==> config.mk <==
export PLATFORM = sky130hd
export DESIGN_NAME = serial_cpu_top
export DESIGN_NICKNAME = d
export VERILOG_FILES = /design/src/logic/nibble_pkg.sv /design/src/logic/decoded_if.sv /design/src/logic/nibble_regfile.sv /design/src/logic/nibble_alu.sv /design/src/logic/issue_stage.sv /design/src/logic/exec_core.sv /design/src/logic/serial_cpu_top.sv
export SDC_FILE = /design/constraint.sdc
export NUM_CORES = 1
export LEC_CHECK = 0
export ABC_AREA = 1
export CORE_UTILIZATION = 56
export DETAILED_ROUTE_END_ITERATION = 8
export DONT_BUFFER_PORTS = 1
export PLACE_DENSITY = 0.74
export SLEW_MARGIN = 20
export SYNTH_ARGS = -nofsm -noshare
export SYNTH_HDL_FRONTEND = slang
export SYNTH_SLANG_ARGS = --single-unit
export TNS_END_PERCENT = 20
==> constraint.sdc <==
create_clock -name clk -period 3.97 [get_ports clk]
set_clock_uncertainty 0.2 [all_clocks]
set_input_delay 0.5955 -clock clk [delete_from_list [all_inputs] [get_ports clk]]
set_output_delay 0.5955 -clock clk [all_outputs]
set_load 0.05 [all_outputs]
==> src/logic/nibble_pkg.sv <==
// Nibble-serial core definitions
package nibble_pkg;

    typedef logic [3:0]  nibble_t;    // One data slice
    typedef logic [31:0] word_t;
    typedef logic [27:0] addr_t;      // Bits 31 to 4 of a computed address
    typedef logic [3:0]  reg_addr_t;  // RV32E register index
    typedef logic [2:0]  count_t;     // Sub-cycle counter
    typedef logic [3:0]  alu_op_t;    // {sub/compare, funct3}

    localparam int     NUM_REGS   = 16;
    localparam count_t LAST_COUNT = 3'd7;

    // Major opcodes of the kept instructions
    localparam logic [6:0] OP_LUI     = 7'b0110111;
    localparam logic [6:0] OP_AUIPC   = 7'b0010111;
    localparam logic [6:0] OP_JAL     = 7'b1101111;
    localparam logic [6:0] OP_JALR    = 7'b1100111;
    localparam logic [6:0] OP_BRANCH  = 7'b1100011;
    localparam logic [6:0] OP_STORE   = 7'b0100011;
    localparam logic [6:0] OP_ALU_IMM = 7'b0010011;
    localparam logic [6:0] OP_ALU_REG = 7'b0110011;

    // addi x0, x0, 0
    localparam word_t NOP_INSTR = 32'h0000_0013;

endpackage

==> src/logic/decoded_if.sv <==
// Decoded instruction bundle
`timescale 1ns/1ps

interface decoded_if import nibble_pkg::*; ();

    nibble_t   imm;         // Immediate slice for the current counter
    alu_op_t   alu_op;
    reg_addr_t rs1;
    reg_addr_t rs2;
    reg_addr_t rd;
    logic      is_alu_imm;
    logic      is_alu_reg;
    logic      is_lui;
    logic      is_auipc;
    logic      is_jal;
    logic      is_jalr;
    logic      is_branch;
    logic      is_store;
    logic      branch_inv;  // BNE, BGE, BGEU take on a false compare

    modport issue (
        output imm, alu_op, rs1, rs2, rd,
        output is_alu_imm, is_alu_reg, is_lui, is_auipc,
        output is_jal, is_jalr, is_branch, is_store, branch_inv
    );

    modport core (
        input imm, alu_op, rs1, rs2, rd,
        input is_alu_imm, is_alu_reg, is_lui, is_auipc,
        input is_jal, is_jalr, is_branch, is_store, branch_inv
    );

endinterface

==> src/logic/nibble_regfile.sv <==
// Nibble-rotating register file
`timescale 1ns/1ps

module nibble_regfile import nibble_pkg::*; (
    input  logic      clk,
    input  logic      wr_en,
    input  count_t    counter,
    input  reg_addr_t rs1,
    input  reg_addr_t rs2,
    input  reg_addr_t rd,
    input  nibble_t   data_rd,
    output nibble_t   data_rs1,
    output nibble_t   data_rs2
);

    word_t regs [1:NUM_REGS-1];  // x0 has no storage

    always_ff @(posedge clk) begin
        for (int i = 1; i < NUM_REGS; i++) begin
            if (wr_en && rd == reg_addr_t'(i)) begin
                regs[i] <= {data_rd, regs[i][31:4]};  // New slice enters at the top
            end else begin
                regs[i] <= {regs[i][3:0], regs[i][31:4]};
            end
        end
    end

    // x0 reads zero
    always_comb begin
        data_rs1 = '0;
        data_rs2 = '0;
        if (rs1 != '0)
            data_rs1 = regs[rs1][3:0];
        if (rs2 != '0)
            data_rs2 = regs[rs2][3:0];
    end

endmodule

==> src/logic/nibble_alu.sv <==
// Four-bit ALU slice
`timescale 1ns/1ps

module nibble_alu import nibble_pkg::*; (
    input  alu_op_t op,
    input  nibble_t a,
    input  nibble_t b,
    input  logic    cy_in,
    input  logic    cmp_in,
    output nibble_t result,
    output logic    cy_out,
    output logic    cmp_out
);

    logic       sub;
    logic [4:0] sum;
    logic       lt;

    assign sub    = op[3] || op[1];  // Subtract for SUB, SLT/SLTU and compares
    assign sum    = {1'b0, a} + {1'b0, sub ? ~b : b} + {4'b0000, cy_in};
    assign cy_out = sum[4];

    always_comb begin
        case (op[2:0])
            3'b100:  result = a ^ b;
            3'b110:  result = a | b;
            3'b111:  result = a & b;
            default: result = sum[3:0];
        endcase
    end

    // Sign bits only count in the top slice, which is the last one evaluated
    assign lt = (!op[0] && (a[3] ^ b[3])) ? a[3] : !cy_out;

    always_comb begin
        case (op[2:1])
            2'b00:   cmp_out = cmp_in && (a == b);  // Equality chain
            2'b01:   cmp_out = lt;
            default: cmp_out = cmp_in;
        endcase
    end

endmodule

==> src/logic/issue_stage.sv <==
// Instruction issue and decode
`timescale 1ns/1ps

module issue_stage import nibble_pkg::*; (
    input  logic    clk,
    input  logic    rstn,
    input  word_t   instr,
    input  logic    instr_complete,
    input  logic    branch,
    input  addr_t   addr_out,
    decoded_if.issue dec,
    output count_t  counter,
    output nibble_t pc_nib,
    output nibble_t next_pc_nib,
    output word_t   pc
);

    word_t       instr_reg;
    word_t       next_pc;
    word_t       imm_word;
    logic [6:0]  opcode;
    logic [2:0]  funct3;
    logic [4:0]  slice_lsb;

    always_ff @(posedge clk) begin
        if (!rstn) begin
            counter   <= '0;
            instr_reg <= NOP_INSTR;
            pc        <= '0;
        end else begin
            counter <= counter + 3'd1;  // Wraps every pass
            if (instr_complete) begin
                instr_reg <= instr;
                pc        <= branch ? {addr_out, 4'b0000} : next_pc;
            end
        end
    end

    assign opcode    = instr_reg[6:0];
    assign funct3    = instr_reg[14:12];
    assign next_pc   = pc + 32'd4;
    assign slice_lsb = {counter, 2'b00};

    // RV32E only needs four bits of each register field
    assign dec.rd  = instr_reg[10:7];
    assign dec.rs1 = instr_reg[18:15];
    assign dec.rs2 = instr_reg[23:20];

    assign dec.is_alu_imm = opcode == OP_ALU_IMM;
    assign dec.is_alu_reg = opcode == OP_ALU_REG;
    assign dec.is_lui     = opcode == OP_LUI;
    assign dec.is_auipc   = opcode == OP_AUIPC;
    assign dec.is_jal     = opcode == OP_JAL;
    assign dec.is_jalr    = opcode == OP_JALR;
    assign dec.is_branch  = opcode == OP_BRANCH;
    assign dec.is_store   = opcode == OP_STORE;

    always_comb begin
        dec.alu_op     = '0;  // Plain add for address and pc sums
        dec.branch_inv = 1'b0;
        case (opcode)
            OP_ALU_REG: dec.alu_op = {instr_reg[30] && funct3 == 3'b000, funct3};
            OP_ALU_IMM: dec.alu_op = {1'b0, funct3};
            OP_BRANCH: begin
                // Map onto equality or the slt/sltu compare codes
                dec.alu_op     = funct3[2] ? {3'b101, funct3[1]} : 4'b1000;
                dec.branch_inv = funct3[0];
            end
            default: dec.alu_op = '0;
        endcase
    end

    always_comb begin
        case (opcode)
            OP_STORE:
                imm_word = {{20{instr_reg[31]}}, instr_reg[31:25], instr_reg[11:7]};
            OP_BRANCH:
                imm_word = {{20{instr_reg[31]}}, instr_reg[7], instr_reg[30:25],
                            instr_reg[11:8], 1'b0};
            OP_LUI, OP_AUIPC:
                imm_word = {instr_reg[31:12], 12'h000};
            OP_JAL:
                imm_word = {{12{instr_reg[31]}}, instr_reg[19:12], instr_reg[20],
                            instr_reg[30:21], 1'b0};
            default:
                imm_word = {{20{instr_reg[31]}}, instr_reg[31:20]};  // I-type
        endcase
    end

    assign dec.imm     = imm_word[slice_lsb +: 4];
    assign pc_nib      = pc[slice_lsb +: 4];
    assign next_pc_nib = next_pc[slice_lsb +: 4];

endmodule

==> src/logic/exec_core.sv <==
// Nibble-serial execute core
`timescale 1ns/1ps

module exec_core import nibble_pkg::*; (
    input  logic    clk,
    input  logic    rstn,
    decoded_if.core dec,
    input  count_t  counter,
    input  nibble_t pc_nib,
    input  nibble_t next_pc_nib,
    output nibble_t data_out,
    output addr_t   addr_out,
    output logic    address_ready,
    output logic    mem_write,
    output logic    instr_complete,
    output logic    branch
);

    nibble_t data_rs1;
    nibble_t data_rs2;
    nibble_t data_rd;
    logic    wr_en;

    logic    cycle;  // Pass index, two passes at most
    logic    last_count;
    logic    is_slt;
    logic    take_branch;

    alu_op_t alu_op_in;
    nibble_t alu_a;
    nibble_t alu_b;
    nibble_t alu_out;
    logic    cy;
    logic    cmp;
    logic    cy_in;
    logic    cmp_in;
    logic    cy_out;
    logic    cmp_out;

    word_t   tmp_data;

    nibble_regfile u_regfile (
        .clk      (clk),
        .wr_en    (wr_en),
        .counter  (counter),
        .rs1      (dec.rs1),
        .rs2      (dec.rs2),
        .rd       (dec.rd),
        .data_rd  (data_rd),
        .data_rs1 (data_rs1),
        .data_rs2 (data_rs2)
    );

    assign last_count = counter == LAST_COUNT;
    assign is_slt     = (dec.is_alu_imm || dec.is_alu_reg) && dec.alu_op[2:1] == 2'b01;

    // Second branch pass computes pc + offset
    assign alu_op_in = (dec.is_branch && cycle) ? alu_op_t'(0) : dec.alu_op;
    assign alu_a     = (dec.is_auipc || dec.is_jal || (dec.is_branch && cycle)) ?
                       pc_nib : data_rs1;
    assign alu_b     = (dec.is_alu_reg || (dec.is_branch && !cycle)) ? data_rs2 : dec.imm;
    assign cy_in     = (counter == '0) ? (alu_op_in[1] || alu_op_in[3]) : cy;
    assign cmp_in    = (counter == '0) ? 1'b1 : cmp;

    nibble_alu u_alu (
        .op      (alu_op_in),
        .a       (alu_a),
        .b       (alu_b),
        .cy_in   (cy_in),
        .cmp_in  (cmp_in),
        .result  (alu_out),
        .cy_out  (cy_out),
        .cmp_out (cmp_out)
    );

    always_ff @(posedge clk) begin
        cy  <= cy_out;
        cmp <= cmp_out;  // Holds the final compare into the next pass
    end

    always_comb begin
        wr_en   = 1'b0;
        data_rd = alu_out;
        if (dec.is_alu_imm || dec.is_alu_reg) begin
            if (is_slt) begin
                wr_en   = cycle;
                data_rd = (counter == '0) ? {3'b000, cmp} : 4'b0000;
            end else begin
                wr_en = 1'b1;
            end
        end else if (dec.is_auipc) begin
            wr_en = 1'b1;
        end else if (dec.is_lui) begin
            wr_en   = 1'b1;
            data_rd = dec.imm;
        end else if (dec.is_jal || dec.is_jalr) begin
            wr_en   = 1'b1;  // Link address
            data_rd = next_pc_nib;
        end
    end

    assign take_branch = cmp_out ^ dec.branch_inv;

    always_comb begin
        instr_complete = 1'b0;
        if (last_count) begin
            if (dec.is_alu_imm || dec.is_alu_reg)
                instr_complete = cycle == is_slt;
            else if (dec.is_lui || dec.is_auipc || dec.is_jal || dec.is_jalr || dec.is_store)
                instr_complete = 1'b1;
            else if (dec.is_branch)
                instr_complete = cycle || !take_branch;
        end
    end

    always_ff @(posedge clk) begin
        if (!rstn) begin
            cycle <= 1'b0;
        end else if (last_count) begin
            cycle <= !instr_complete;
        end
    end

    assign branch = last_count && ((!cycle && (dec.is_jal || dec.is_jalr)) ||
                                   (cycle && dec.is_branch));

    // Slices 1 to 6 are held here, the top slice comes straight from the ALU
    always_ff @(posedge clk) begin
        tmp_data <= {alu_out, tmp_data[31:4]};
    end

    assign addr_out      = {alu_out, tmp_data[31:8]};
    assign address_ready = last_count && !cycle && dec.is_store;
    assign mem_write     = dec.is_store && !cycle;
    assign data_out      = data_rs2;

endmodule

==> src/logic/serial_cpu_top.sv <==
// Serial RISC-V CPU top
`timescale 1ns/1ps

module serial_cpu_top import nibble_pkg::*; (
    input  logic    clk,
    input  logic    rstn,
    input  word_t   instr,
    output word_t   pc,
    output nibble_t data_out,
    output addr_t   addr_out,
    output logic    address_ready,
    output logic    mem_write,
    output logic    instr_complete,
    output logic    branch
);

    count_t  counter;
    nibble_t pc_nib;
    nibble_t next_pc_nib;

    decoded_if dec ();

    issue_stage u_issue (
        .clk            (clk),
        .rstn           (rstn),
        .instr          (instr),
        .instr_complete (instr_complete),
        .branch         (branch),
        .addr_out       (addr_out),
        .dec            (dec.issue),
        .counter        (counter),
        .pc_nib         (pc_nib),
        .next_pc_nib    (next_pc_nib),
        .pc             (pc)
    );

    exec_core u_core (
        .clk            (clk),
        .rstn           (rstn),
        .dec            (dec.core),
        .counter        (counter),
        .pc_nib         (pc_nib),
        .next_pc_nib    (next_pc_nib),
        .data_out       (data_out),
        .addr_out       (addr_out),
        .address_ready  (address_ready),
        .mem_write      (mem_write),
        .instr_complete (instr_complete),
        .branch         (branch)
    );

endmodule

# Word level (Yosys, flattened, before mapping)
# Memory sizes are Yosys's and may differ from the RTL's. A register that Yosys moved wholly into a read port is not among the register bits.
# Index checks and enable logic that the tools add are counted.
[totals]
out_inout_bits = 68
register_bits = 102
memories = 1
mem_bits_rw = 480
input_bits = 34
[classes]
n_reduce_logical = 49
muxes = 95
bitwise = 21
add_sub_neg = 4
eq_ne = 31
n_shift = 3
[mem_list]
columns = ["memory", "depth", "width", "rd", "rd_clocked_by_memory_dff", "wr", "line", "source"]
rows = [
  ["u_core.u_regfile.regs", 15, 32, 17, 2, 15, "nibble_regfile.sv:16", "word_t regs [1:NUM_REGS-1];"],
]
[ops]
columns = ["operator", "count"]
rows = [
  ["$mux 32", 16],
  ["$pmux 31 s4", 1],
  ["$shiftx 32x6->4", 3],
  ["$mux 4", 15],
  ["$mux 1", 59],
  ["$add 32x3->32 const B", 1],
  ["$eq 4x4->1 const B", 8],
  ["$logic_and 1x1->1", 26],
  ["$pmux 4 s3", 2],
  ["$eq 7x6->1 const B", 3],
  ["$eq 7x7->1 const B", 3],
  ["$eq 4x3->1 const B", 4],
  ["$or 1x1->1", 15],
  ["$eq 7x5->1 const B", 2],
  ["$eq 3x3->1 const B", 4],
  ["$logic_or 1x1->1", 12],
  ["$eq 4x2->1 const B", 2],
  ["$reduce_bool 4->1", 2],
  ["$logic_not 3->1", 2],
  ["$add 4x4->5", 1],
  ["$add 5x1->5", 1],
  ["$logic_not 1->1", 5],
  ["$and 4x4->4", 1],
  ["$eq 2x1->1 const B", 2],
  ["12 further kinds", 13],
]

# Depth between registers and ports, before layout
[depth]
depth_word = 21
ltp_mapped = 30
depth_no_buf = 29

# Hierarchy
# A second synthesis with hierarchy kept.
[hier_totals]
cells_unflattened = 1974
hier_area_um2 = 17979.7
[by_module_without_submodules]
columns = ["module", "area_per_inst_um2", "instances", "cells_each", "seq_area_each_um2"]
rows = [
  ["nibble_regfile", 11698.7, 1, 955, 9609.2],
  ["issue_stage", 4652.0, 1, 796, 1301.2],
  ["exec_core", 1102.3, 1, 135, 540.5],
  ["nibble_alu", 526.8, 1, 88, 0.0],
]

# Least setup slack after synthesis
# OpenSTA, ideal clock, no wires.
[synth_timing]
path_type = "reg2out"
start = "reg with a tool-made name"
end = "out instr_complete"
t_required_ps = 3174
setup_slack_ps = -1200
arrival_time_ps = 4374
path_stages_with_launch = 23
cell_sequence = "dfxtp_1 clkbuf_1 inv_1 clkbuf_1 clkbuf_1 o21ai_0 o211ai_1 nand3_1 a21oi_1 nand2_1 nand2_1 xor2_1 fa_1 inv_1 fa_1 o21ai_0 a21oi_2 nand2_2 nand2_2 nand2_2 nand3_4 a21boi_4 buf_6"
[synth_lines]
columns = ["item", "line", "source"]
rows = [
  ["to (decl)", "serial_cpu_top.sv:13", "output logic instr_complete,"],
]

# Worst setup path after layout
[layout_timing]
start = "reg u_issue.instr_reg[0]"
end = "out instr_complete"
[layout_via]
elab_chain_len = 19
[layout_rtl]
columns = ["item", "line", "source"]
rows = [
  ["from (decl)", "issue_stage.sv:18", "word_t instr_reg;"],
  ["from (signal assigned)", "issue_stage.sv:33", "instr_reg <= instr;"],
  ["$eq 7x5->1 / $eq 7x6->1 (equally long branches)", "issue_stage.sv:52, issue_stage.sv:74", ""],
  ["$reduce_or 2->1", "issue_stage.sv:74", "case (opcode)"],
  ["$pmux 31 s4", "issue_stage.sv:74", ""],
  ["$shiftx 32x6->4", "issue_stage.sv:90", "assign dec.imm = imm_word[slice_lsb +: 4];"],
  ["$mux 4", "exec_core.sv:61", "assign alu_b = (dec.is_alu_reg || (dec.is_branch && !cycle)) ? data_rs2 : dec.imm;"],
  ["$not 4->4", "nibble_alu.sv:20", "assign sum = {1'b0, a} + {1'b0, sub ? ~b : b} + {4'b0000, cy_in};"],
  ["$mux 4", "nibble_alu.sv:20", ""],
  ["$add 4x4->5", "nibble_alu.sv:20", ""],
  ["[1 not listed]", "n/a", ""],
  ["net u_core.cy_out", "exec_core.sv:37", "logic cy_out;"],
  ["[3 not listed]", "n/a", ""],
  ["net u_core.cmp_out", "exec_core.sv:38", "logic cmp_out;"],
  ["$xor 1x1->1 *", "exec_core.sv:102", "assign take_branch = cmp_out ^ dec.branch_inv;"],
  ["$logic_not 1->1 *", "exec_core.sv:112", "instr_complete = cycle || !take_branch;"],
  ["$logic_or 1x1->1 *", "exec_core.sv:112", ""],
  ["$mux 1 *", "exec_core.sv:111", "else if (dec.is_branch)"],
  ["$mux 1 *", "exec_core.sv:109", "else if (dec.is_lui || dec.is_auipc || dec.is_jal || dec.is_jalr || dec.is_store)"],
  ["$mux 1 *", "exec_core.sv:107", "if (dec.is_alu_imm || dec.is_alu_reg)"],
  ["$mux 1 *", "exec_core.sv:106", "if (last_count) begin"],
]
# The timed path passes the listed nets; every way through them passes the cells marked *.

==> flow_summary.json <==
{
  "core_area_mm2": 0.0317,
  "largest_reg_flops": 480,
  "p_per_area_mw_per_mm2": 536,
  "nFillCells": 2344,
  "insertion_delay_ps": 600,
  "path_cells": "nand2_4 > nor2_4 > nand3_4 > buf_6 > inv_6 > a21oi_1 > a211oi_2 > o21ai_1 > nand2_1 > nand3_2 > nand2_2 > xor2_2 > fa_2 > inv_2 > fa_2 > o21ai_2 > a21oi_2 > nand2_2 > nand2_2 > nand2_2 > nand3_4 > a21boi_4 > buf_12",
  "grt_pass1_wl_um": 76100,
  "htreeDepth": 2,
  "finish.utilization_pct": 71.5,
  "synth_area_per_cell_um2": 9.11,
  "firstDrtPassIters": 6,
  "ctsRootBufferMaster": "clkbuf_16",
  "vias": 14100,
  "area_growth_pct": 24.8,
  "drive_gt1_share_pct": 20.2,
  "use_met3_pct": 5.11,
  "synth-edff-count": 0,
  "power.total_mw": 12.2,
  "clk_pin_slew_ps": 60,
  "min_from": "instr[30]",
  "num-nets-final": 2255,
  "status": "finished with violations",
  "synthFlopType": "dfxtp_1",
  "fin_crit_ps": 4650,
  "met2_usage_pct": 47.7,
  "synth.distinct_cells": 51,
  "ys_ff_latch": 580,
  "antenna_found_initial": 0,
  "ir_drop_mv": 0.456,
  "final_common_cell": "dfxtp_1",
  "reg2reg_from": "u_issue.instr_reg[0]$_SDFFE_PN1P_",
  "max_freq_mhz": 215,
  "tns_ps": -5130,
  "cts_sinks": 580,
  "syn_inst": 1993,
  "slew_headroom_pct": 33.4,
  "die_h_um": 182,
  "syn_area_mm2": 0.0182,
  "crit_buf_inv": 4,
  "drt_iter0_markers": 1214,
  "wl_per_cell_um": 18.9,
  "min_path_type": "in2reg",
  "cts_buffer_depth": 3,
  "fin_ws_ps": -682,
  "cts_tree": "done",
  "setup_violations": 60,
  "cellLeakagePower_nw": 9.94,
  "placementRows": 65,
  "grt_pass1_vias": 13600,
  "die_area_mm2": 0.0332,
  "use_met1_pct": 41.7,
  "layoutNonFillerInstCount": 2649,
  "endpoint_kind": "output pin",
  "path_common_cell": "nand2_2",
  "ff2ff_setup_slack_ps": -140,
  "place_area_mm2": 0.0199,
  "final_cell_area_mm2": 0.0227,
  "grt_use_total_pct": 29.8,
  "critical_path.top_delay_family": "simple AND/OR/NAND/NOR gates",
  "ios": 102,
  "initial_core_util_pct": 57.3,
  "arrival_ps": 3860,
  "drc_errors": 0,
  "yosys_warnings": 0,
  "drtAntennaViolNets": 0,
  "yosysSeqAreaShare_pct": 63.9,
  "cap_violations": 0,
  "port_buffers": 0,
  "dpl.hpwl_um": 34200,
  "max_slew.worst_pin.slew_ps": 992,
  "timing.rr.end": "u_issue.pc[16]$_SDFFE_PN0P_",
  "crit_required_ps": 3170,
  "hold_depth": 3,
  "maxSlewViolCount": 0,
  "place_ws_ps": -257,
  "numCtsBuffers": 52,
  "viasPerCell": 5.33,
  "grt_max_degree": 64,
  "rsz0062_at_grt": "yes",
  "layout_worst_path_cycle_share_pct": 117,
  "violations": "setup timing",
  "drt-total-wl_um": 50000,
  "hold_ws_ps": 30.7,
  "cpMaxStageDelayCell": "dfxtp_2",
  "max_stage_delay_ps": 360,
  "hold_viol_final": 0,
  "ys_async_sr_fraction_pct": 0,
  "gp_congestion": 0.987,
  "grt.busiest_layer": "met2",
  "worst_hold_path.endpoint": "u_issue.instr_reg[30]$_SDFFE_PN0P_",
  "die_w_um": 182,
  "gr-total-overflow": 0,
  "crit_fanout": 6,
  "final_cell_mix": "dfxtp_1, nand2_1, nor2_1, buf_4, inv_1",
  "r2r_cells": 29,
  "crit_type": "reg2out",
  "cp-start-kind": "register",
  "dp.cells": 2513
}
[final cells by class]
type                    instances  area [um2]  area share [%]
clock buffers                  61        1390            6.11
flip-flops and latches        580       11600            51.3
clock inverters                36         479            2.11
multi-input cells            1202        6150            27.1
diodes                          1        2.50          0.0110
well taps                     402         503            2.22
repair buffers                218        1950            8.61
inverters                     149         573            2.53
[metal layers]
layer	vias up	part of all wire [%]
met4	0	2.9
met1	6646	45
li1	6765	-
met2	566	45
met5	-	0
met3	132	7.0
[cell families after synthesis]
logic type | after synthesis | synth area share [%]
xor+xnor | 23 | 1.11
flops | 580 | 63.9
fa+ha+maj | 18 | 1.32
compound gates | 216 | 6.64
simple gates | 939 | 22.1
other cells | 1 | 0.0206
mux | 3 | 0.165
buf+inv | 213 | 4.73
[worst register-to-register path, delay by kind of cell, from the launching register on]
kind            cells  cell delay, ps
xor+xnor            1             170
compound gates      5             610
buf+inv             6             730
simple gates       15            1450
fa+ha+maj           2             580
flops               1             360
[what timing repair did]
action,in CTS,in global routing
pin swaps,29,48
setup buffers,10,19
setup endpoints to repair,97,118
cloned,0,4
hold buffers,3,1
hold endpoints to repair,68,6
gates resized for setup,55,85
[how the worst max path moves through the flow]
| stage | slack (ps) | to | from | depth (start not counted) |
|---|---|---|---|---|
| finish | -680 | instr_complete | u_issue.instr_reg[0]$_SDFFE_PN1P_ | 23 |
| global route | -870 | instr_complete | u_issue.instr_reg[4]$_SDFFE_PN1P_ | 24 |
| CTS | -670 | instr_complete | u_issue.instr_reg[3]$_SDFFE_PN0P_ | 24 |
| detailed placement | -260 | u_issue.pc[22]$_SDFFE_PN0P_ | u_issue.instr_reg[0]$_SDFFE_PN1P_ | 24 |
| global placement | -210 | instr_complete | u_issue.instr_reg[1]$_SDFFE_PN1P_ | 20 |
| floorplan | -290 | instr_complete | register | 22 |
[power breakdown]
part	switching, mW	total, mW	internal, mW
Sequential	0.232	6.16	5.92
Clock	2.23	5.31	3.07
Combinational	0.421	0.689	0.268
[synthesized netlist by cell type, types with 2 or more instances]
cell type | number | area share [%]
buf_2 | 12 | 0.33
nand3_2 | 4 | 0.22
o221ai_1 | 5 | 0.24
a32oi_1 | 2 | 0.096
nor2_4 | 2 | 0.12
fa_1 | 2 | 0.22
buf_4 | 4 | 0.17
o21a_1 | 2 | 0.083
nor2_1 | 247 | 5.1
xor2_1 | 20 | 0.96
nand4_1 | 12 | 0.41
nor3_1 | 19 | 0.52
nand2_1 | 485 | 10
clkinv_1 | 3 | 0.062
a21oi_1 | 59 | 1.6
o21ai_1 | 4 | 0.11
nor2_2 | 5 | 0.17
dfxtp_1 | 580 | 64
inv_1 | 140 | 2.9
ha_1 | 16 | 1.1
o21bai_1 | 2 | 0.083
a211oi_1 | 2 | 0.083
nand3_1 | 105 | 2.9
nand3b_1 | 34 | 1.4
nor4_1 | 4 | 0.14
mux2i_1 | 3 | 0.17
inv_2 | 6 | 0.12
o21ai_0 | 101 | 2.8
nand2_4 | 4 | 0.25
buf_6 | 4 | 0.25
o22ai_1 | 18 | 0.62
o211ai_1 | 10 | 0.41
buf_1 | 13 | 0.27
or2_2 | 3 | 0.10
xnor2_1 | 3 | 0.14
clkbuf_1 | 31 | 0.64
a31oi_1 | 5 | 0.17
nand2_2 | 9 | 0.31
No activity file was read; power rests on OpenSTA's default activity.
